### src/rtl/cpu_pkg.sv
package cpu_pkg;

  typedef logic [31:0] word_t;
  typedef logic [3:0]  reg_idx_t;

  // Primary opcode, inst[31:26]
  typedef enum logic [5:0] {
    OP1_ALUR = 6'b000000,
    OP1_BEQ  = 6'b001000,
    OP1_BLT  = 6'b001001,
    OP1_BLE  = 6'b001010,
    OP1_BNE  = 6'b001011,
    OP1_JAL  = 6'b001100,
    OP1_LW   = 6'b010010,
    OP1_SW   = 6'b011010,
    OP1_ADDI = 6'b100000,
    OP1_ANDI = 6'b100100,
    OP1_ORI  = 6'b100101,
    OP1_XORI = 6'b100110
  } op1_e;

  // ALU function for OP1_ALUR, inst[25:18]
  typedef enum logic [7:0] {
    OP2_EQ   = 8'b00001000,
    OP2_LT   = 8'b00001001,
    OP2_LE   = 8'b00001010,
    OP2_NE   = 8'b00001011,
    OP2_ADD  = 8'b00100000,
    OP2_AND  = 8'b00100100,
    OP2_OR   = 8'b00100101,
    OP2_XOR  = 8'b00100110,
    OP2_SUB  = 8'b00101000,
    OP2_NAND = 8'b00101100,
    OP2_NOR  = 8'b00101101,
    OP2_XNOR = 8'b00101110,
    OP2_RSHF = 8'b00110000, // Arithmetic right shift
    OP2_LSHF = 8'b00110001
  } op2_e;

  // Second ALU operand
  typedef enum logic [1:0] {
    ALU_SRC_RT   = 2'd0,
    ALU_SRC_IMM  = 2'd1,
    ALU_SRC_IMM4 = 2'd2  // Immediate times four
  } alu_src_e;

  typedef enum logic [1:0] {
    WB_PC  = 2'd0,
    WB_MEM = 2'd1,
    WB_ALU = 2'd2
  } wb_src_e;

  localparam word_t INST_SIZE = 32'd4;

  // Memory-mapped I/O, everything from ADDR_HEX upward
  localparam word_t ADDR_HEX  = 32'hFFFF_F000;
  localparam word_t ADDR_LEDR = 32'hFFFF_F020;
  localparam word_t ADDR_KEY  = 32'hFFFF_F080;

  localparam int HEX_W  = 24;
  localparam int LEDR_W = 10;
  localparam int KEY_W  = 4;

  localparam logic [HEX_W-1:0] HEX_RESET = 24'hFEDEAD;

endpackage

### src/rtl/register_file.sv
`timescale 1ns/1ps

module register_file (
  input  logic              clk,
  input  logic              reset,
  input  cpu_pkg::reg_idx_t rs_idx,
  input  cpu_pkg::reg_idx_t rt_idx,
  output cpu_pkg::word_t    rs_val,
  output cpu_pkg::word_t    rt_val,
  input  logic              wb_reg_we,
  input  cpu_pkg::reg_idx_t wb_dst,
  input  cpu_pkg::word_t    wb_data
);
  import cpu_pkg::*;

  word_t regs [16];

  assign rs_val = regs[rs_idx];
  assign rt_val = regs[rt_idx];

  // Falling-edge write, so decode reads the new value in the same cycle
  always_ff @(negedge clk or posedge reset) begin
    if (reset) begin
      for (int i = 0; i < 16; i++)
        regs[i] <= '0;
    end else if (wb_reg_we) begin
      regs[wb_dst] <= wb_data;
    end
  end

endmodule

### config.mk
export PLATFORM = sky130hd
export DESIGN_NAME = register_file
export DESIGN_NICKNAME = d
export VERILOG_FILES = /design/src/rtl/cpu_pkg.sv /design/src/rtl/register_file.sv
export SDC_FILE = /design/constraint.sdc
export NUM_CORES = 1
export LEC_CHECK = 0
export BUFFER_PORTS_ARGS = -buffer_cell sky130_fd_sc_hd__buf_2
export CAP_MARGIN = 20
export CORE_UTILIZATION = 38
export DETAILED_ROUTE_END_ITERATION = 10
export GPL_ROUTABILITY_DRIVEN = 0
export PLACE_DENSITY = 0.52
export SETUP_SLACK_MARGIN = 0.02
export SYNTH_ARGS = -nofsm -noshare
export SYNTH_HDL_FRONTEND = slang
export SYNTH_SLANG_ARGS = --single-unit
### constraint.sdc
create_clock -name clk -period 21.8 [get_ports clk]
set_input_delay 6.54 -clock clk [delete_from_list [all_inputs] [get_ports clk]]
set_output_delay 6.54 -clock clk [all_outputs]
set_load 0.03 [all_outputs]
==> run summary <==
Outcome - finished, final reports clean
CP Launch Type - flip-flop
Largest net degree at the start of global routing - 108
Initial Util - 38.5%
Crit path to - rs_val[7]
Final core utilization - 43.5%
IO buf count - 110
Gr ovfl total - 0
GRT Total Usage - 21.7%
DRC viols - 0
Vias - 16100
DR iter-0 viols - 1076
Crit path launch - regs[391]$_DFFE_NP0P_
Num CTS Buffers - 57
Unrepaired setup endpoints after global routing - no
Average wire per standard cell - 27.9 um
Leading cell types in the layout, fill and taps excluded - dfrtn_1, mux2_2, mux4_2
Number of global-route vias before repair - 17000
Synth Warn # - 0
Die X - 266 um
Worst Path Max Fanout - 3
DRT antenna net count - 0
Power per cell area - 102 nW/um2
Initial antenna violation count - 5
Total power - 0.00306 W
Mean Syn Cell Area - 15.8 um2
Max Cap Viol - 0
Biggest registers after layout - regs (512)
FF-to-FF path depth - 1
Cell area after synthesis - 26500 um2
Slew @ Worst Pin - 1.14 ns
RR Endpoint - regs[376]$_DFFE_NP0P_
Share of layout cells above drive strength 1 - 58.5%
HPWL Detailed - 41900 um
Critical path class - flip-flop to primary output
Req. time, crit path - 15.26 ns
Layout Nets - 1760
Post-synthesis cell type count - 20
Register area - 12800 um2
Number of flip-flops in the largest register - 512
Setup Buffers After CTS - 0
Net Sw Frac - 28.0%
Post-synthesis cell count - 1677
Seq/Total Area, Yosys - 48.4%
Clk_lat worst skew - 0.59 ns
Chip Height - 266 um
FF-to-FF Start - regs[376]$_DFFE_NP0P_
Internal - 0.00220 W
H-tree levels - 2
FF-to-FF setup slack - 20.97 ns
CTS Hold Buffers Added - 0
Net switching power - 0.000858 W
Post-cts sizing count - 0
Syn Nets - 1724
Worst Path Arrival - 13.05 ns
Slew margin rel. - 23.7%
FILL cells - 6155
Yosys reg bits - 512
Final wirelength - 75200 um
Slew Viols, Final - 0
Setup violators final - 0
Most flops, register - regs
Area of the multi-input gates - 13000 um2
Leak - 12.4 nW
Clock Sinks - 512
Rows - 96
Hold Violations, Final - 0
Max IR drop VDD - 55.6 uV
Hold WS - 0.467 ns
Setup crit end kind - primary output
First-pass GRT wire length - 114000 um
Synth-to-layout area growth - 12.9%
Seq pwr share - 44.1%
Reg clk slew, reported paths - 0.04 ns
Post-route clock skew - 0 ns
CTS tree - yes
Core Box Area - 68800 um2
Hold crit path type - flip-flop to flip-flop
Setup TNS - 0 ns
Clock root cell - clkbuf_16
Combinational share of power - 23.1%
IO Pins - 111
TritonRoute pass-1 iters - 5
CTS max path bufs - 3
Vias/cell - 5.97
Hold Crit Depth - 1
DIE AREA - 70800 um2
Clock power frac - 32.8%
Commonest non-fill, non-tap cell in the layout - dfrtn_1
-- worst max-delay path, cell delays in order, from the launching register on --
cell and delay, ns:
dfrtn_1 0.35, mux4_2 0.46, a22oi_1 0.44, nand2_1 0.12, buf_2 0.20
-- cells in the mapped netlist (all sizes together) --
cell	instances	area (um2)
nand2b	5	31.3
inv	1	3.75
mux2	512	5770
clkbuf	94	353
nor3b	1	12.5
nand3	1	5.00
a22oi	128	961
dfrtn	512	12800
mux4	256	5770
nand3b	2	15.0
nand2	66	248
buf	78	417
nor2b	5	31.3
and2	2	12.5
nor2	12	45.0
or3	2	12.5
-- per-layer routing --
metal	track usage [%]	vias to the layer above	part of all wire [%]
li1	-	6630	-
met1	30.4	8859	44
met2	34.5	450	48
met3	3.73	130	5.0
met4	6.49	6	2.8
met5	0	-	0.032
-- cell families (layout without fill, tap and decap cells) --
family                 after synthesis  after routing  share of synthesized area (%)
AOI/OAI and AO/OA                  128            128                           3.63
buffers and inverters              173            258                           2.92
DFF                                512            512                           48.4
muxes                              768            768                           43.5
other                                0              1                              0
and+or+nand+nor                     96             96                           1.56
-- power groups by stage --
stage	combinational (W)	sequential, W	clock [W]
CTS	0.000716	0.00135	0.00103
floorplan	0.000571	0.00131	0
global route	0.000756	0.00138	0.00107
global placement	0.000702	0.00134	0
detailed placement	0.000714	0.00136	0
finish	0.000708	0.00135	0.00100
-- through the flow --
step,std cells,instance area [um2],worst slack [ns]
after floorplan,1677,26500,-2.36
after global placement,2585,27900,2.05
after detailed placement,2585,27900,1.99
after CTS,2693,29900,2.19
after global routing,2694,29900,2.10
final,2694,29900,2.21
-- how the worst min path moves through the flow --
stage | startpoint | endpoint | slack (ns)
final | regs[51]$_DFFE_NP0P_ | regs[51]$_DFFE_NP0P_ | 0.47
after global routing | regs[469]$_DFFE_NP0P_ | regs[469]$_DFFE_NP0P_ | 0.48
after CTS | regs[436]$_DFFE_NP0P_ | regs[436]$_DFFE_NP0P_ | 0.47
after detailed placement | regs[247]$_DFFE_NP0P_ | regs[247]$_DFFE_NP0P_ | 0.46
after global placement | regs[408]$_DFFE_NP0P_ | regs[408]$_DFFE_NP0P_ | 0.44
after floorplan | regs[408]$_DFFE_NP0P_ | regs[408]$_DFFE_NP0P_ | 0.43
-- area by class of cell --
class | count | share of cell area [%]
Clock inverter | 21 | 0.707
Tap cell | 931 | 3.89
Inverter | 1 | 0.0251
Sequential cell | 512 | 42.8
Timing Repair Buffer | 149 | 3.05
Antenna cell | 1 | 0.00837
Clock buffer | 87 | 5.89
Multi-Input combinational cell | 992 | 43.6
No activity file was read; power rests on OpenSTA's default activity.
