--- src/rtl/cpu_pkg.sv ---
package cpu_pkg;

  typedef logic [31:0] word_t;
  typedef logic [3:0]  reg_idx_t;

  // Primary opcode, inst[31:26]
  typedef enum logic [5:0] {
    OP1_ALUR = 6'b000000,
    OP1_BEQ  = 6'b001000,
    OP1_BLT  = 6'b001001,
    OP1_BLE  = 6'b001010,
    OP1_BNE  = 6'b001011,
    OP1_JAL  = 6'b001100,
    OP1_LW   = 6'b010010,
    OP1_SW   = 6'b011010,
    OP1_ADDI = 6'b100000,
    OP1_ANDI = 6'b100100,
    OP1_ORI  = 6'b100101,
    OP1_XORI = 6'b100110
  } op1_e;

  // ALU function for OP1_ALUR, inst[25:18]
  typedef enum logic [7:0] {
    OP2_EQ   = 8'b00001000,
    OP2_LT   = 8'b00001001,
    OP2_LE   = 8'b00001010,
    OP2_NE   = 8'b00001011,
    OP2_ADD  = 8'b00100000,
    OP2_AND  = 8'b00100100,
    OP2_OR   = 8'b00100101,
    OP2_XOR  = 8'b00100110,
    OP2_SUB  = 8'b00101000,
    OP2_NAND = 8'b00101100,
    OP2_NOR  = 8'b00101101,
    OP2_XNOR = 8'b00101110,
    OP2_RSHF = 8'b00110000, // Arithmetic right shift
    OP2_LSHF = 8'b00110001
  } op2_e;

  // Second ALU operand
  typedef enum logic [1:0] {
    ALU_SRC_RT   = 2'd0,
    ALU_SRC_IMM  = 2'd1,
    ALU_SRC_IMM4 = 2'd2  // Immediate times four
  } alu_src_e;

  typedef enum logic [1:0] {
    WB_PC  = 2'd0,
    WB_MEM = 2'd1,
    WB_ALU = 2'd2
  } wb_src_e;

  localparam word_t INST_SIZE = 32'd4;

  // Memory-mapped I/O, everything from ADDR_HEX upward
  localparam word_t ADDR_HEX  = 32'hFFFF_F000;
  localparam word_t ADDR_LEDR = 32'hFFFF_F020;
  localparam word_t ADDR_KEY  = 32'hFFFF_F080;

  localparam int HEX_W  = 24;
  localparam int LEDR_W = 10;
  localparam int KEY_W  = 4;

  localparam logic [HEX_W-1:0] HEX_RESET = 24'hFEDEAD;

endpackage

--- src/rtl/fetch_unit.sv ---
`timescale 1ns/1ps

module fetch_unit #(
  parameter cpu_pkg::word_t START_PC = 32'h0000_0100
) (
  input  logic           clk,
  input  logic           reset,
  output cpu_pkg::word_t imem_addr,
  input  cpu_pkg::word_t imem_data,
  input  logic           hazard_stall,
  input  logic           flow_hold,
  input  logic           redirect,
  input  cpu_pkg::word_t redirect_pc,
  output cpu_pkg::word_t inst_fd,
  output cpu_pkg::word_t pc_next_fd
);
  import cpu_pkg::*;

  word_t pc;
  word_t pc_plus;

  assign pc_plus   = pc + INST_SIZE;
  assign imem_addr = pc; // Instruction memory answers in the same cycle

  always_ff @(posedge clk or posedge reset) begin
    if (reset) begin
      pc      <= START_PC;
      inst_fd <= '0;
    end else if (redirect) begin
      pc      <= redirect_pc;
      inst_fd <= '0;        // Word at the held PC is wrong path
    end else if (!hazard_stall) begin
      if (flow_hold) begin
        inst_fd <= '0;      // PC stays on the return address of the branch
      end else begin
        pc      <= pc_plus;
        inst_fd <= imem_data;
      end
    end
  end

  // Return address travels with the instruction
  always_ff @(posedge clk) begin
    if (!hazard_stall)
      pc_next_fd <= pc_plus;
  end

endmodule

--- config.mk ---
export PLATFORM = sky130hd
export DESIGN_NAME = fetch_unit
export DESIGN_NICKNAME = d
export VERILOG_FILES = /design/src/rtl/cpu_pkg.sv /design/src/rtl/fetch_unit.sv
export SDC_FILE = /design/constraint.sdc
export NUM_CORES = 1
export LEC_CHECK = 0
export BUFFER_PORTS_ARGS = -buffer_cell sky130_fd_sc_hd__buf_2
export CAP_MARGIN = 25
export CORE_ASPECT_RATIO = 0.75
export CORE_MARGIN = 2
export CORE_UTILIZATION = 45
export CTS_CLUSTER_DIAMETER = 40
export DETAILED_ROUTE_END_ITERATION = 7
export PLACE_DENSITY_LB_ADDON = 0.08
export SYNTH_ARGS = -nofsm -noshare
export SYNTH_HDL_FRONTEND = slang
export SYNTH_SLANG_ARGS = --single-unit
--- constraint.sdc ---
create_clock -name clk -period 2.2 [get_ports clk]
set_input_delay 0.11 -clock clk [delete_from_list [all_inputs] [get_ports clk]]
set_output_delay 0.11 -clock clk [all_outputs]
set_load 0.02 [all_outputs]
==> run_results.csv <==
group,metric,value,unit
floorplanning,row_count,31,
logic_synthesis,syn_area,4536,um2
logic_synthesis,yosys.area.top_type,"dfrtp_1",
timing,setup_violations,0,
clocking,clkTransAtPathRegs,0.07,ns
route,wl_per_cell,16.74,um
timing,fin_crit_sh,95.89,%
pwr,vdd.ir_drop.worst,406.6,uV
logic_synthesis,synth_cell_types,48,
setup_path,worstPathArrival,2.37,ns
layout,num-nets-final,701,
setup_path,path_max_fanout,23,
placement,post-place-ws,-0.008103,ns
floorplanning,core,9736,um2
logic_synthesis,synth_flop_cell,"dfrtp_1",
timing,finalSetupTns,0,ns
pwr,p_leak,2.947,nW
clocking,cts_tree,"yes",
logic_synthesis,synth_area_per_cell,11.28,um2
route,wirelength,12860,um
run_status,run_status,"complete, no violations",
logic_synthesis,synth_fp_nets,472,
layout,n_antenna_cell,0,
timing,fmax,474.0,MHz
logic_synthesis,synth_edf_count,32,
layout,syn2layout_area_growth,43.86,%
timing,finalMaxSlewViolations,0,
timing,setup_slack,0.09050,ns
global_routing,grt_pass1_wl,20910,um
route,firstDrtPassIters,4,
floorplanning,pin_count,165,
setup_path,cp-start-kind,"flip-flop",
route,vias,4138,
logic_synthesis,synth_top_area_share,34.76,%
setup_path,criticalPathCategory,"reg2reg",
run,max-cap-violations,0,
global_routing,grtUsageTotal,24.48,%
route,drtAntennaViolNets,0,
clocking,clock_sinks,96,
timing,worst_pin_slew,0.6689,ns
floorplanning,die_h,90.95,um
global_routing,grt_pass1_vias,4133,
route,drc_errors,0,
timing,finalCriticalPeriod,2.109,ns
timing,maxSlewHeadroom,55.36,%
setup_path,crit_required,2.46,ns
clocking,clk-insertion-delay-late,0.35,ns
placement,portBuffers,164,
global_routing,antenna_found_initial,0,
placement,gp_congestion,0.8497,
logic_synthesis,synthCells,402,
logic_synthesis,ys_warn_count,0,
layout,fin_util,67.02,%
layout,nFillCells,774,
logic_synthesis,synth.area.top_cells,"dfrtp_1, edfxtp_1, a22o_1",
layout,drive_gt1_share,37.58,%
logic_synthesis,seq_area_frac_synth,56.52,%
floorplanning,die_w,119.9,um
timing,rsz0062_at_grt,"false",
min_path,hold_path.class,"in2reg",
timing,hold_viol_final,0,
clocking,cts_buffers,9,
logic_synthesis,synth_seq_cells,96,
logic_synthesis,synthArstFlopShare,66.67,%
clocking,htreeDepth,3,
clocking,root_buffer,"clkbuf_16",
global_routing,grt_max_degree,42,
setup_path,end_kind,"flip-flop",
floorplanning,initial_core_util,46.59,%
placement,dpl.hpwl,8894,um
timing,skew,0.005795,ns
global_routing,grt_overflow_total,0,
clocking,clockBufferDepth,2,
route,via_per_inst,5.388,
floorplanning,die-area,10910,um2
pwr,p_per_area,681.9,nW/um2
route,drt_iter0_drc,248,
through the flow:
step           area [um2]  power, mW  hold WS [ns]  cells
2_1_floorplan        4649      2.581        0.2244    402
3_3_place_gp         5764      2.913        0.1849    705
3_5_place_dp         5779      2.930        0.1890    706
4_1_cts              6521      4.478      0.001437    768
5_1_grt              6525      4.621       0.02426    768
6_report             6525      4.449       0.01079    768
repair_timing:
| action | in CTS | in global routing |
|---|---|---|
| setup endpoints to repair | 1 | 3 |
| gates resized for setup | 1 | 1 |
| hold buffers | 46 | 0 |
| pin swaps | 0 | 1 |
| setup buffers | 0 | 0 |
| hold endpoints to repair | 67 | 0 |
power by group:
| part | internal [mW] | switching, mW | total (mW) |
|---|---|---|---|
| logic | 0.370 | 0.515 | 0.885 |
| registers | 1.99 | 0.0873 | 2.08 |
| clock network | 0.775 | 0.711 | 1.49 |
| total | 3.14 | 1.31 | 4.45 |
per-layer routing:
layer  routed length, um  track usage, %  vias up  share of wire [%]
met5                   0               0        -                  0
met4                 211           9.706        0                1.6
met3                 850           6.281       19                6.6
met2                5987           37.74      148                 47
met1                5807           33.17     2010                 45
li1                    -               -     1961                  -
Yosys cell counts, types with 2 or more instances:
| cell type | n |
|---|---|
| dfrtp_1 | 63 |
| a22o_1 | 32 |
| edfxtp_1 | 32 |
| nand2_1 | 28 |
| nor2_1 | 24 |
| xor2_1 | 20 |
| nand3_1 | 18 |
| xnor2_1 | 18 |
| clkbuf_1 | 16 |
| nor4_1 | 16 |
| o21ai_0 | 15 |
| or4_1 | 14 |
| a31oi_1 | 11 |
| inv_1 | 9 |
| nand4_1 | 9 |
| o31ai_1 | 9 |
| or3_1 | 7 |
| buf_2 | 6 |
| and3_1 | 5 |
| nor3_1 | 5 |
| o31a_1 | 5 |
| buf_4 | 3 |
| buf_6 | 3 |
| nor2b_1 | 3 |
| or4b_1 | 3 |
| a22oi_1 | 2 |
| and2_1 | 2 |
| buf_1 | 2 |
| mux2_2 | 2 |
| nand2b_1 | 2 |
registers in the layout, summed over array words and instances, names as in the netlist:
register	flops
imem_addr	32
pc_next_fd	32
inst_fd	32
layout by cell type, fill, tap and decap left out, drive strengths merged, types with 2 or more instances in the layout:
cell and n:
or3 7, o21ai 15, dlygate4sd3 46, xor2 20, nand2 28, a31oi 11, buf 203, nor3 5
o31a 5, nor2b 3, or4b 3, and3 5, a22oi 2, clkbuf 9, clkinv 2, dfrtp 63
nor2 24, clkinvlp 3, xnor2 18, o31ai 9, and2 2, nor4 16, nand3 19, edfxtp 32
nand4 9, or4 15, inv 12, nand2b 2, mux2 2, a22o 32
area by class of cell:
class / instances / area, um2 / area share [%]
clock buffer: 9 / 225.2 / 3.452
clock inverter: 7 / 52.55 / 0.8054
inverter: 10 / 37.54 / 0.5753
multi-input combinational: 265 / 1884 / 28.88
sequential: 96 / 2566 / 39.33
tap: 132 / 165.2 / 2.531
timing repair buffer: 249 / 1594 / 24.43
worst paths after layout:
kind	startpoint	to	slack, ns	cells after the start
max	imem_addr[8]	imem_addr[29]	0.09	4
min	redirect_pc[27]	imem_addr[27]	0.01	3
max reg2reg	imem_addr[8]	imem_addr[29]	0.09	4
min reg2reg	imem_addr[0]	pc_next_fd[0]	0.48	0
max in group asynchronous	reset	imem_addr[29]	1.23	4
min in group asynchronous	reset	inst_fd[11]	0.35	3
critical path, stage by stage (launching register included):
cell	delay [ns]
dfstp_2	0.56
nand3_4	0.09
or4_4	0.66
or4_4	0.55
a31oi_1	0.17
cells by family after synthesis:
logic type	count (synthesis)	synth area share (%)
simple gates	143	17.52
flops	96	56.52
compound gates	80	13.30
buf+inv	41	4.331
xor+xnor	38	7.338
mux	3	0.7172
fa+ha+maj	1	0.2758
Power figures use the tool's default switching activity.
