`src/rtl/cpu_pkg.sv`:
```
package cpu_pkg;

  typedef logic [31:0] word_t;
  typedef logic [3:0]  reg_idx_t;

  // Primary opcode, inst[31:26]
  typedef enum logic [5:0] {
    OP1_ALUR = 6'b000000,
    OP1_BEQ  = 6'b001000,
    OP1_BLT  = 6'b001001,
    OP1_BLE  = 6'b001010,
    OP1_BNE  = 6'b001011,
    OP1_JAL  = 6'b001100,
    OP1_LW   = 6'b010010,
    OP1_SW   = 6'b011010,
    OP1_ADDI = 6'b100000,
    OP1_ANDI = 6'b100100,
    OP1_ORI  = 6'b100101,
    OP1_XORI = 6'b100110
  } op1_e;

  // ALU function for OP1_ALUR, inst[25:18]
  typedef enum logic [7:0] {
    OP2_EQ   = 8'b00001000,
    OP2_LT   = 8'b00001001,
    OP2_LE   = 8'b00001010,
    OP2_NE   = 8'b00001011,
    OP2_ADD  = 8'b00100000,
    OP2_AND  = 8'b00100100,
    OP2_OR   = 8'b00100101,
    OP2_XOR  = 8'b00100110,
    OP2_SUB  = 8'b00101000,
    OP2_NAND = 8'b00101100,
    OP2_NOR  = 8'b00101101,
    OP2_XNOR = 8'b00101110,
    OP2_RSHF = 8'b00110000, // Arithmetic right shift
    OP2_LSHF = 8'b00110001
  } op2_e;

  // Second ALU operand
  typedef enum logic [1:0] {
    ALU_SRC_RT   = 2'd0,
    ALU_SRC_IMM  = 2'd1,
    ALU_SRC_IMM4 = 2'd2  // Immediate times four
  } alu_src_e;

  typedef enum logic [1:0] {
    WB_PC  = 2'd0,
    WB_MEM = 2'd1,
    WB_ALU = 2'd2
  } wb_src_e;

  localparam word_t INST_SIZE = 32'd4;

  // Memory-mapped I/O, everything from ADDR_HEX upward
  localparam word_t ADDR_HEX  = 32'hFFFF_F000;
  localparam word_t ADDR_LEDR = 32'hFFFF_F020;
  localparam word_t ADDR_KEY  = 32'hFFFF_F080;

  localparam int HEX_W  = 24;
  localparam int LEDR_W = 10;
  localparam int KEY_W  = 4;

  localparam logic [HEX_W-1:0] HEX_RESET = 24'hFEDEAD;

endpackage

```
`src/rtl/decode_unit.sv`:
```
`timescale 1ns/1ps

module decode_unit (
  input  logic                clk,
  input  logic                reset,
  input  cpu_pkg::word_t      inst_fd,
  input  cpu_pkg::word_t      pc_next_fd,
  output cpu_pkg::reg_idx_t   rs_idx,
  output cpu_pkg::reg_idx_t   rt_idx,
  input  cpu_pkg::word_t      rs_val,
  input  cpu_pkg::word_t      rt_val,
  input  logic                ex_reg_we,
  input  cpu_pkg::reg_idx_t   ex_dst,
  input  logic                mem_reg_we,
  input  cpu_pkg::reg_idx_t   mem_dst,
  input  logic                wb_reg_we,
  input  cpu_pkg::reg_idx_t   wb_dst,
  output logic                hazard_stall,
  output logic                flow_hold,
  output cpu_pkg::op1_e       de_op1,
  output cpu_pkg::op2_e       de_op2,
  output cpu_pkg::alu_src_e   de_alu_src,
  output cpu_pkg::wb_src_e    de_wb_src,
  output logic                de_mem_we,
  output logic                de_reg_we,
  output cpu_pkg::reg_idx_t   de_dst,
  output cpu_pkg::word_t      de_rs_val,
  output cpu_pkg::word_t      de_rt_val,
  output cpu_pkg::word_t      de_imm,
  output cpu_pkg::word_t      de_pc_next
);
  import cpu_pkg::*;

  logic [5:0]  op1_raw;
  logic [7:0]  op2_raw;
  logic [15:0] imm;
  reg_idx_t    rd_idx;
  reg_idx_t    dst;
  logic        valid;        // Known opcode, else treated as bubble
  logic        uses_rt;
  logic        is_flow;      // Branch or jal
  logic        dst_is_rd;
  logic        mem_we;
  logic        reg_we;
  alu_src_e    alu_src;
  wb_src_e     wb_src;
  logic        rs_hit;
  logic        rt_hit;
  logic        kill;

  assign op1_raw = inst_fd[31:26];
  assign op2_raw = inst_fd[25:18];
  assign imm     = inst_fd[23:8];
  assign rd_idx  = inst_fd[11:8];
  assign rs_idx  = inst_fd[7:4];
  assign rt_idx  = inst_fd[3:0];
  assign dst     = dst_is_rd ? rd_idx : rt_idx;

  // Control table
  always_comb begin
    valid     = 1'b1;
    uses_rt   = 1'b0;
    is_flow   = 1'b0;
    dst_is_rd = 1'b0;
    mem_we    = 1'b0;
    reg_we    = 1'b1;
    alu_src   = ALU_SRC_IMM;
    wb_src    = WB_ALU;
    case (op1_raw)
      OP1_ALUR: begin
        alu_src   = ALU_SRC_RT;
        uses_rt   = 1'b1;
        dst_is_rd = 1'b1;
        // All-zero word lands here and falls out as a bubble
        case (op2_raw)
          OP2_EQ, OP2_LT, OP2_LE, OP2_NE, OP2_ADD, OP2_AND, OP2_OR,
          OP2_XOR, OP2_SUB, OP2_NAND, OP2_NOR, OP2_XNOR, OP2_RSHF,
          OP2_LSHF: valid = 1'b1;
          default:  valid = 1'b0;
        endcase
      end
      OP1_BEQ, OP1_BLT, OP1_BLE, OP1_BNE: begin
        alu_src = ALU_SRC_RT;
        uses_rt = 1'b1;
        is_flow = 1'b1;
        reg_we  = 1'b0;
      end
      OP1_JAL: begin
        alu_src = ALU_SRC_IMM4;
        is_flow = 1'b1;
        wb_src  = WB_PC;    // Link value into rt
      end
      OP1_LW: wb_src = WB_MEM;
      OP1_SW: begin
        uses_rt = 1'b1;
        mem_we  = 1'b1;
        reg_we  = 1'b0;
      end
      OP1_ADDI, OP1_ANDI, OP1_ORI, OP1_XORI: valid = 1'b1;
      default: begin
        valid  = 1'b0;
        reg_we = 1'b0;
      end
    endcase
  end

  // Producers in execute, memory and write-back; r0 never waits
  assign rs_hit = (rs_idx != '0) &&
                  ((de_reg_we && rs_idx == de_dst) || (ex_reg_we && rs_idx == ex_dst) ||
                   (mem_reg_we && rs_idx == mem_dst) || (wb_reg_we && rs_idx == wb_dst));
  assign rt_hit = (rt_idx != '0) &&
                  ((de_reg_we && rt_idx == de_dst) || (ex_reg_we && rt_idx == ex_dst) ||
                   (mem_reg_we && rt_idx == mem_dst) || (wb_reg_we && rt_idx == wb_dst));

  assign hazard_stall = valid && (rs_hit || (uses_rt && rt_hit));
  assign flow_hold    = valid && is_flow && !hazard_stall;
  assign kill         = hazard_stall || !valid;

  always_ff @(posedge clk or posedge reset) begin
    if (reset) begin
      de_op1     <= OP1_ALUR;
      de_op2     <= OP2_ADD;
      de_alu_src <= ALU_SRC_RT;
      de_wb_src  <= WB_ALU;
      de_mem_we  <= 1'b0;
      de_reg_we  <= 1'b0;
      de_dst     <= '0;
    end else begin
      de_op1     <= kill ? OP1_ALUR : op1_e'(op1_raw);
      de_op2     <= kill ? OP2_ADD : op2_e'(op2_raw);
      de_alu_src <= alu_src;
      de_wb_src  <= wb_src;
      de_mem_we  <= mem_we && !kill;
      de_reg_we  <= reg_we && !kill;
      de_dst     <= dst;
    end
  end

  always_ff @(posedge clk) begin
    de_rs_val  <= rs_val;
    de_rt_val  <= rt_val;
    de_imm     <= {{16{imm[15]}}, imm}; // Sign extension
    de_pc_next <= pc_next_fd;
  end

endmodule

```
`config.mk`:
```
export PLATFORM = sky130hd
export DESIGN_NAME = decode_unit
export DESIGN_NICKNAME = d
export VERILOG_FILES = /design/src/rtl/cpu_pkg.sv /design/src/rtl/decode_unit.sv
export SDC_FILE = /design/constraint.sdc
export NUM_CORES = 1
export LEC_CHECK = 0
export BUFFER_PORTS_ARGS = -buffer_cell sky130_fd_sc_hd__clkbuf_2
export CORE_AREA = 2 2 119 121
export CTS_BUF_LIST = sky130_fd_sc_hd__clkbuf_16
export CTS_CLUSTER_DIAMETER = 200
export CTS_CLUSTER_SIZE = 25
export DETAILED_ROUTE_END_ITERATION = 8
export DIE_AREA = 0 0 121 123
export HOLD_SLACK_MARGIN = 0.02
export PLACE_DENSITY = 0.66
export SYNTH_ARGS = -nofsm -noshare
export SYNTH_HDL_FRONTEND = slang
export SYNTH_SLANG_ARGS = --single-unit
```
`constraint.sdc`:
```
create_clock -name clk -period 4.9 [get_ports clk]
set_clock_uncertainty 0.05 [all_clocks]
set_input_delay 0.49 -clock clk [delete_from_list [all_inputs] [get_ports clk]]
set_output_delay 0.49 -clock clk [all_outputs]
set_load 0.02 [all_outputs]
```
==> summary.txt, run 1 <==
Timing
  – Final Cycle Share: between 60% and 70%
  – RSZ-0062 raised after global routing: no
  – Worst slew margin: about 34%
  – Total negative slack: 0 ps
  – Hold_ws: roughly 120 ps
  – Minimum clock period: ~3100 ps
  – Worst-Margin Slew: slightly below 1000 ps
  – Setup WS post-layout: around 1800 ps
  – Max Fclk: 320 MHz
  – Final setup violation count: 0
  – Hold violation count in the final report: 0
  – Fin. max-slew vios: 0

Logic synthesis
  – Multiplexer share of the synthesized area: 1.43%
  – Synthesized flop and latch total: about 140
  – Main synth FF type: dfxtp_1
  – Mapped Cells: 299
  – Share of the yosys chip area belonging to registers: 72.5%
  – Post-Synth Adder-Cell Area: 0%
  – Asr flop ratio synth: 17.6%
  – Synth Area in Compound Gates: 3.92%
  – Synth Area in Simple Gates: just over 8%
  – Post-Syn Nets: 444
  – Distinct cell type count after synthesis: 34
  – Mapped cell area: 3930 sq um
  – Syn. warnings: 0
  – Synth Area in XOR/XNOR: about 7.1%
  – EDFF count, synth: 0
  – Syn_area_per_cell: 13.1 sq um
  – Combinational family with the most area after synthesis: simple AND/OR/NAND/NOR gates

Floorplan
  – Rows: 43
  – Die H: ~120 um
  – Starting Density: 28.8%
  – Die area: 14900 sq um
  – IO Pins: between 300 and 400
  – Chip Width: 121 um
  – Core ar.: between 10000 and 15000 sq um

Clock tree
  – CTS tree: done
  – Setup Buffers After CTS: 0
  – PostCTS Resize Cnt: 0
  – Max Root-Sink Buffers: 2
  – Clock Sinks: 136
  – Cts hold-fix bufs: 0
  – Num CTS Buffers: 17
  – Clk slew on worst S/H paths: 70 ps
  – Total number of H-tree levels: 4
  – Clock latency on the worst-skew pair: 410 ps
  – Clock Tree Root: clkbuf_16

Setup path
  – Top cell by count, worst path: nor3_1
  – Worst Setup End Kind: output pin
  – CP Max Fanout: 18
  – CP peak stage delay: ~740 ps
  – Crit path kind: reg -> out
  – Crit path DAT: 2590 ps
  – Critical path's slowest cell: a311oi_4
  – Crit-path cells: xor2_1 > nor3_1 > nand3_1 > a311oi_4 > nor3_1 > clkbuf_2
  – Required @ worst endpoint: ~4400 ps
  – CP startpoint kind: flip-flop

Routing
  – First DRT Iteration DRCs: about 160
  – Total Routed Length: ~12000 um
  – 1st-pass router iterations: 6
  – Routed via count: 3210
  – Wire per inst: 15.1 um
  – # DRC: 0
  – Vias per inst: just over 4
  – Routed Antenna Nets: 0

Placement
  – Placed cells: 748
  – DP HPWL: 9780 um
  – DP Worst Slack: 1910 ps
  – GP Congestion: ~0.83
  – Area post-placement: around 5400 sq um
  – # port buffers: 306

GRT
  – Tot GR Track Use: 14.8%
  – Grt total ovfl: 0
  – Initial antenna violation count: 1
  – Vias in the first global route: 3189
  – First-pass GRT wire length: approximately 16000 um
  – Largest net degree at the start of global routing: 25

Power and ir drop
  – Leakage: 3.10 nW
  – Peak supply drop: 0.000196 V
  – Overall power: 2.67 mW
  – Pwr dens: 446 nW/um^2

Worst hold path
  – Kind of path behind the tightest hold check: in -> reg

Final layout
  – Commonest cells after routing, fill and taps aside: clkbuf_2, dfxtp_1, nor3_1
  – Post-route insts no fill: 781
  – Most common cell after layout, fill and taps aside: clkbuf_2
  – Share of cells above drive strength 1: 58.0%
  – Post-route cell area: 5990 sq um
  – Final #Nets: 732
  – Final core occ: 44.0%
  – Synthesis-to-layout area growth: 52.7%

Flow run
  – Max cap viols: 0

Status
  – Status: complete, no violations
## power by group
group          switching (mW)  internal, mW  total [mW]
registers              0.0199          1.17        1.19
clock network           0.528         0.674        1.20
logic                   0.178         0.108       0.286
total                   0.726          1.95        2.67
## worst paths after layout
| path | startpoint | endpoint | slack, ps | cells past startpoint |
|---|---|---|---|---|
| worst max-delay path | de_dst[0] | flow_hold | 1770 | 6 |
| worst min-delay path | rt_val[3] | de_rt_val[3] | 120 | 1 |
| worst max register to register | de_dst[0] | de_op2[3] | 2800 | 5 |
| worst min register to register | de_reg_we | de_op2[7] | 960 | 3 |
| max in group asynchronous | reset | de_dst[1] | 3960 | 2 |
| min in group asynchronous | reset | de_alu_src[0] | 240 | 2 |
## cells in the mapped netlist, types with 4 or more instances
library cell	number	share of area (%)
xor2_1	24	5.4
nor2_1	9	0.86
buf_2	8	1.0
buf_4	26	5.0
nand2_1	16	1.5
nand3_1	8	1.0
dfxtp_1	112	57
mux2_2	5	1.4
dfrtp_1	22	14
xnor2_1	8	1.8
nor3_1	25	3.2
nor4_1	4	0.64
## final cells by class
type / instances / area, sq um
Antenna cell: 1 / 2.50
Clock buffer: 17 / 425
Clock inverter: 15 / 144
Fill cell: 1252 / 7620
Inverter: 3 / 11.3
Multi-Input combinational cell: 123 / 807
Sequential cell: 136 / 2850
Tap cell: 180 / 225
Timing Repair Buffer: 306 / 1530
## cells by family (layout without fill, tap and decap cells)
logic type,count (synthesis),count (layout)
compound gates,19,19
xor+xnor,32,32
buf+inv,40,341
flops,136,136
mux,5,5
other cells,0,1
simple gates,67,67
## sequential cells by signal, summed over array words and instances (netlist names)
name,cells
de_pc_next,32
de_rs_val,32
de_rt_val,32
de_imm,16
de_op2,8
de_op1,6
de_dst,4
de_alu_src,2
de_wb_src,2
de_mem_we,1
de_reg_we,1
## metal layers
metal	up-vias	part of all wire, %	GRT usage, %
li1	1538	-	-
met4	0	2.6	6.76
met5	-	0	0
met3	22	7.7	6.04
met2	182	52	25.3
met1	1468	38	16.2
## critical path: cells and delay by family (launching register included)
family                    cells  cell delay (ps)
and+or+nand+nor               3              620
buffers and inverters         1              220
xor gates and xnor gates      1              170
AOI/OAI and AO/OA             1              740
DFF                           1              410
(Power assumes the default switching activity.)
==> inputs of run 2 (changes only) <==
Settings changed: PLACE_DENSITY 0.66 to 0.68.
Clock period 4.9 ns to 2.6 ns, I/O delays scaled along.
==> run 2 against run 1 <==
Effect of this change:
- die area did not move
- largest cell class unchanged
- non-clock buffer count rose by 117
- cell area rose by 20%
- clock power rose by 97%
- clock-buffer cell count did not move
- worst hold slack got worse by 110 ps
==> summary.txt, run 2 (synthesis results as in run 1) <==
Routing
  – Routed via count: approximately 3800
  – Wire per inst: ~15 um
  – 1st-pass router iterations: 4
  – # DRC: 0
  – Vias per inst: 4.19
  – Routed Antenna Nets: 0
  – First DRT Iteration DRCs: 131
  – Total Routed Length: between 10000 and 15000 um

GRT
  – Tot GR Track Use: 17.6%
  – Vias in the first global route: ~4000
  – Largest net degree at the start of global routing: 25
  – First-pass GRT wire length: a little under 20000 um
  – Initial antenna violation count: 1
  – Grt total ovfl: 0

Setup path
  – Top cell by count, worst path: clkbuf_2
  – CP peak stage delay: 560 ps
  – CP startpoint kind: primary input
  – Crit path DAT: 2170 ps
  – CP Max Fanout: 15
  – Critical path's slowest cell: dlygate4sd3_1
  – Crit path kind: in -> out
  – Buf+Inv Stages, Crit Path: 3
  – Worst reg2reg path depth: 6
  – Worst Setup End Kind: output pin
  – Critical path depth: 8
  – Required @ worst endpoint: 2290 ps
  – Crit-path cells: dlygate4sd3_1 > clkbuf_2 > nor2b_1 > o21bai_1 > a21o_1 > a311o_2 > o21a_1 > clkbuf_2
  – Crit path max-delay family: compound AO/OA/AOI/OAI gates

Power and ir drop
  – Clk pwr share: 44.6%
  – Pwr dens: between 700 and 800 nW/um^2
  – Psw: 1.42 mW
  – Overall power: 5.29 mW
  – Pint: 3.88 mW
  – Comb pwr share: 13.1%
  – Peak supply drop: between 0.0003 and 0.0004 V
  – Leakage: 3.60 nW
  – Seq pwr share: around 42%
  – Net Sw Frac: 26.8%

Clock tree
  – Max Root-Sink Buffers: 2
  – Clock Sinks: 136
  – Clock latency on the worst-skew pair: 420 ps
  – Total number of H-tree levels: 4
  – Num CTS Buffers: 17
  – Clk slew on worst S/H paths: 60 ps
  – Setup Buffers After CTS: 0
  – Cts hold-fix bufs: 114
  – Clock Tree Root: clkbuf_16
  – PostCTS Resize Cnt: 0
  – CTS tree: done

Placement
  – # port buffers: 306
  – DP HPWL: ~9400 um
  – GP Congestion: just under 0.9
  – Placed cells: approximately 750
  – DP Worst Slack: 531 ps

Final layout
  – Commonest cells after routing, fill and taps aside: clkbuf_2, dlygate4sd3_1, dfxtp_1
  – Biggest regs: de_pc_next x32, de_rs_val x32, de_rt_val x32
  – Synthesis-to-layout area growth: 83.0%
  – Final #Nets: roughly 850
  – Most common cell after layout, fill and taps aside: clkbuf_2
  – Post-route insts no fill: 900
  – Share of cells above drive strength 1: between 40% and 50%

Timing
  – RSZ-0062 raised after global routing: no
  – Hold violation count in the final report: 0
  – Minimum clock period: between 2000 and 2500 ps
  – Total negative slack: 0 ps
  – Final setup violation count: 0
  – Setup WS post-layout: 120 ps
  – Hold_ws: 9.43 ps
  – Worst slew margin: 33.9%
  – Fin. max-slew vios: 0
  – Worst-Margin Slew: 990 ps
  – Final Cycle Share: ~95%
  – Max Fclk: 403 MHz

Floorplan
  – Chip Width: 121 um
  – Die H: 123 um
  – Rows: 43
  – Starting Density: between 20 and 30%
  – Core ar.: 13600 sq um
  – IO Pins: 307
  – Die area: about 15000 sq um

Worst hold path
  – Kind of path behind the tightest hold check: in -> async

Status
  – Status: complete, no violations

Flow run
  – Max cap viols: 0
run 2: cell types whose count changed in the layout (fill, tap and decap cells not counted):
| cell | change |
|---|---|
| diode_2 | +2 |
| clkinv_4 | +2 |
| bufinv_16 | +1 |
| inv_6 | -3 |
| buf_4 | +3 |
| dlygate4sd3_1 | +114 |
run 2: stage by stage:
stage	cell area (sq um)	util, %
after floorplan	3930	-
after detailed placement	5440	40.0
final	7180	52.8
after global routing	7180	52.7
after global placement	5440	40.0
after CTS	7170	52.7
run 2: final timing paths:
path,start,endpoint,slack (ps)
setup / recovery,inst_fd[22],hazard_stall,120
hold / removal,reset,de_wb_src[0],9
setup reg to reg,de_dst[0],de_op2[4],670
hold reg to reg,de_reg_we,de_op1[1],1050
max in group asynchronous,reset,de_op2[4],1880
min in group clk,inst_fd[26],de_op1[0],110
run 2: power groups by stage:
stage | Sequential, mW | Clock (mW) | Combinational (mW)
after CTS | 2.24 | 2.40 | 0.687
after detailed placement | 2.28 | 0 | 0.545
final | 2.24 | 2.36 | 0.691
after floorplan | 2.41 | 0 | 0.166
after global routing | 2.25 | 2.50 | 0.737
after global placement | 2.28 | 0 | 0.538
run 2: per-layer routing:
layer | track usage, % | vias to the layer above | wire [um]
met5 | 0 | - | 0
met4 | 8.79 | 0 | 347
met3 | 5.67 | 34 | 1050
met2 | 33.3 | 217 | 7690
met1 | 17.1 | 1745 | 4830
li1 | - | 1778 | -
run 2: layout make-up:
cell class / count / area (sq um)
repair buffers: 423 / 2700
flip-flops and latches: 136 / 2850
clock inverters: 15 / 165
inverters: 3 / 11.3
multi-input cells: 123 / 807
diodes: 3 / 7.51
well taps: 180 / 225
clock buffers: 17 / 425
fillers: 1152 / 6430
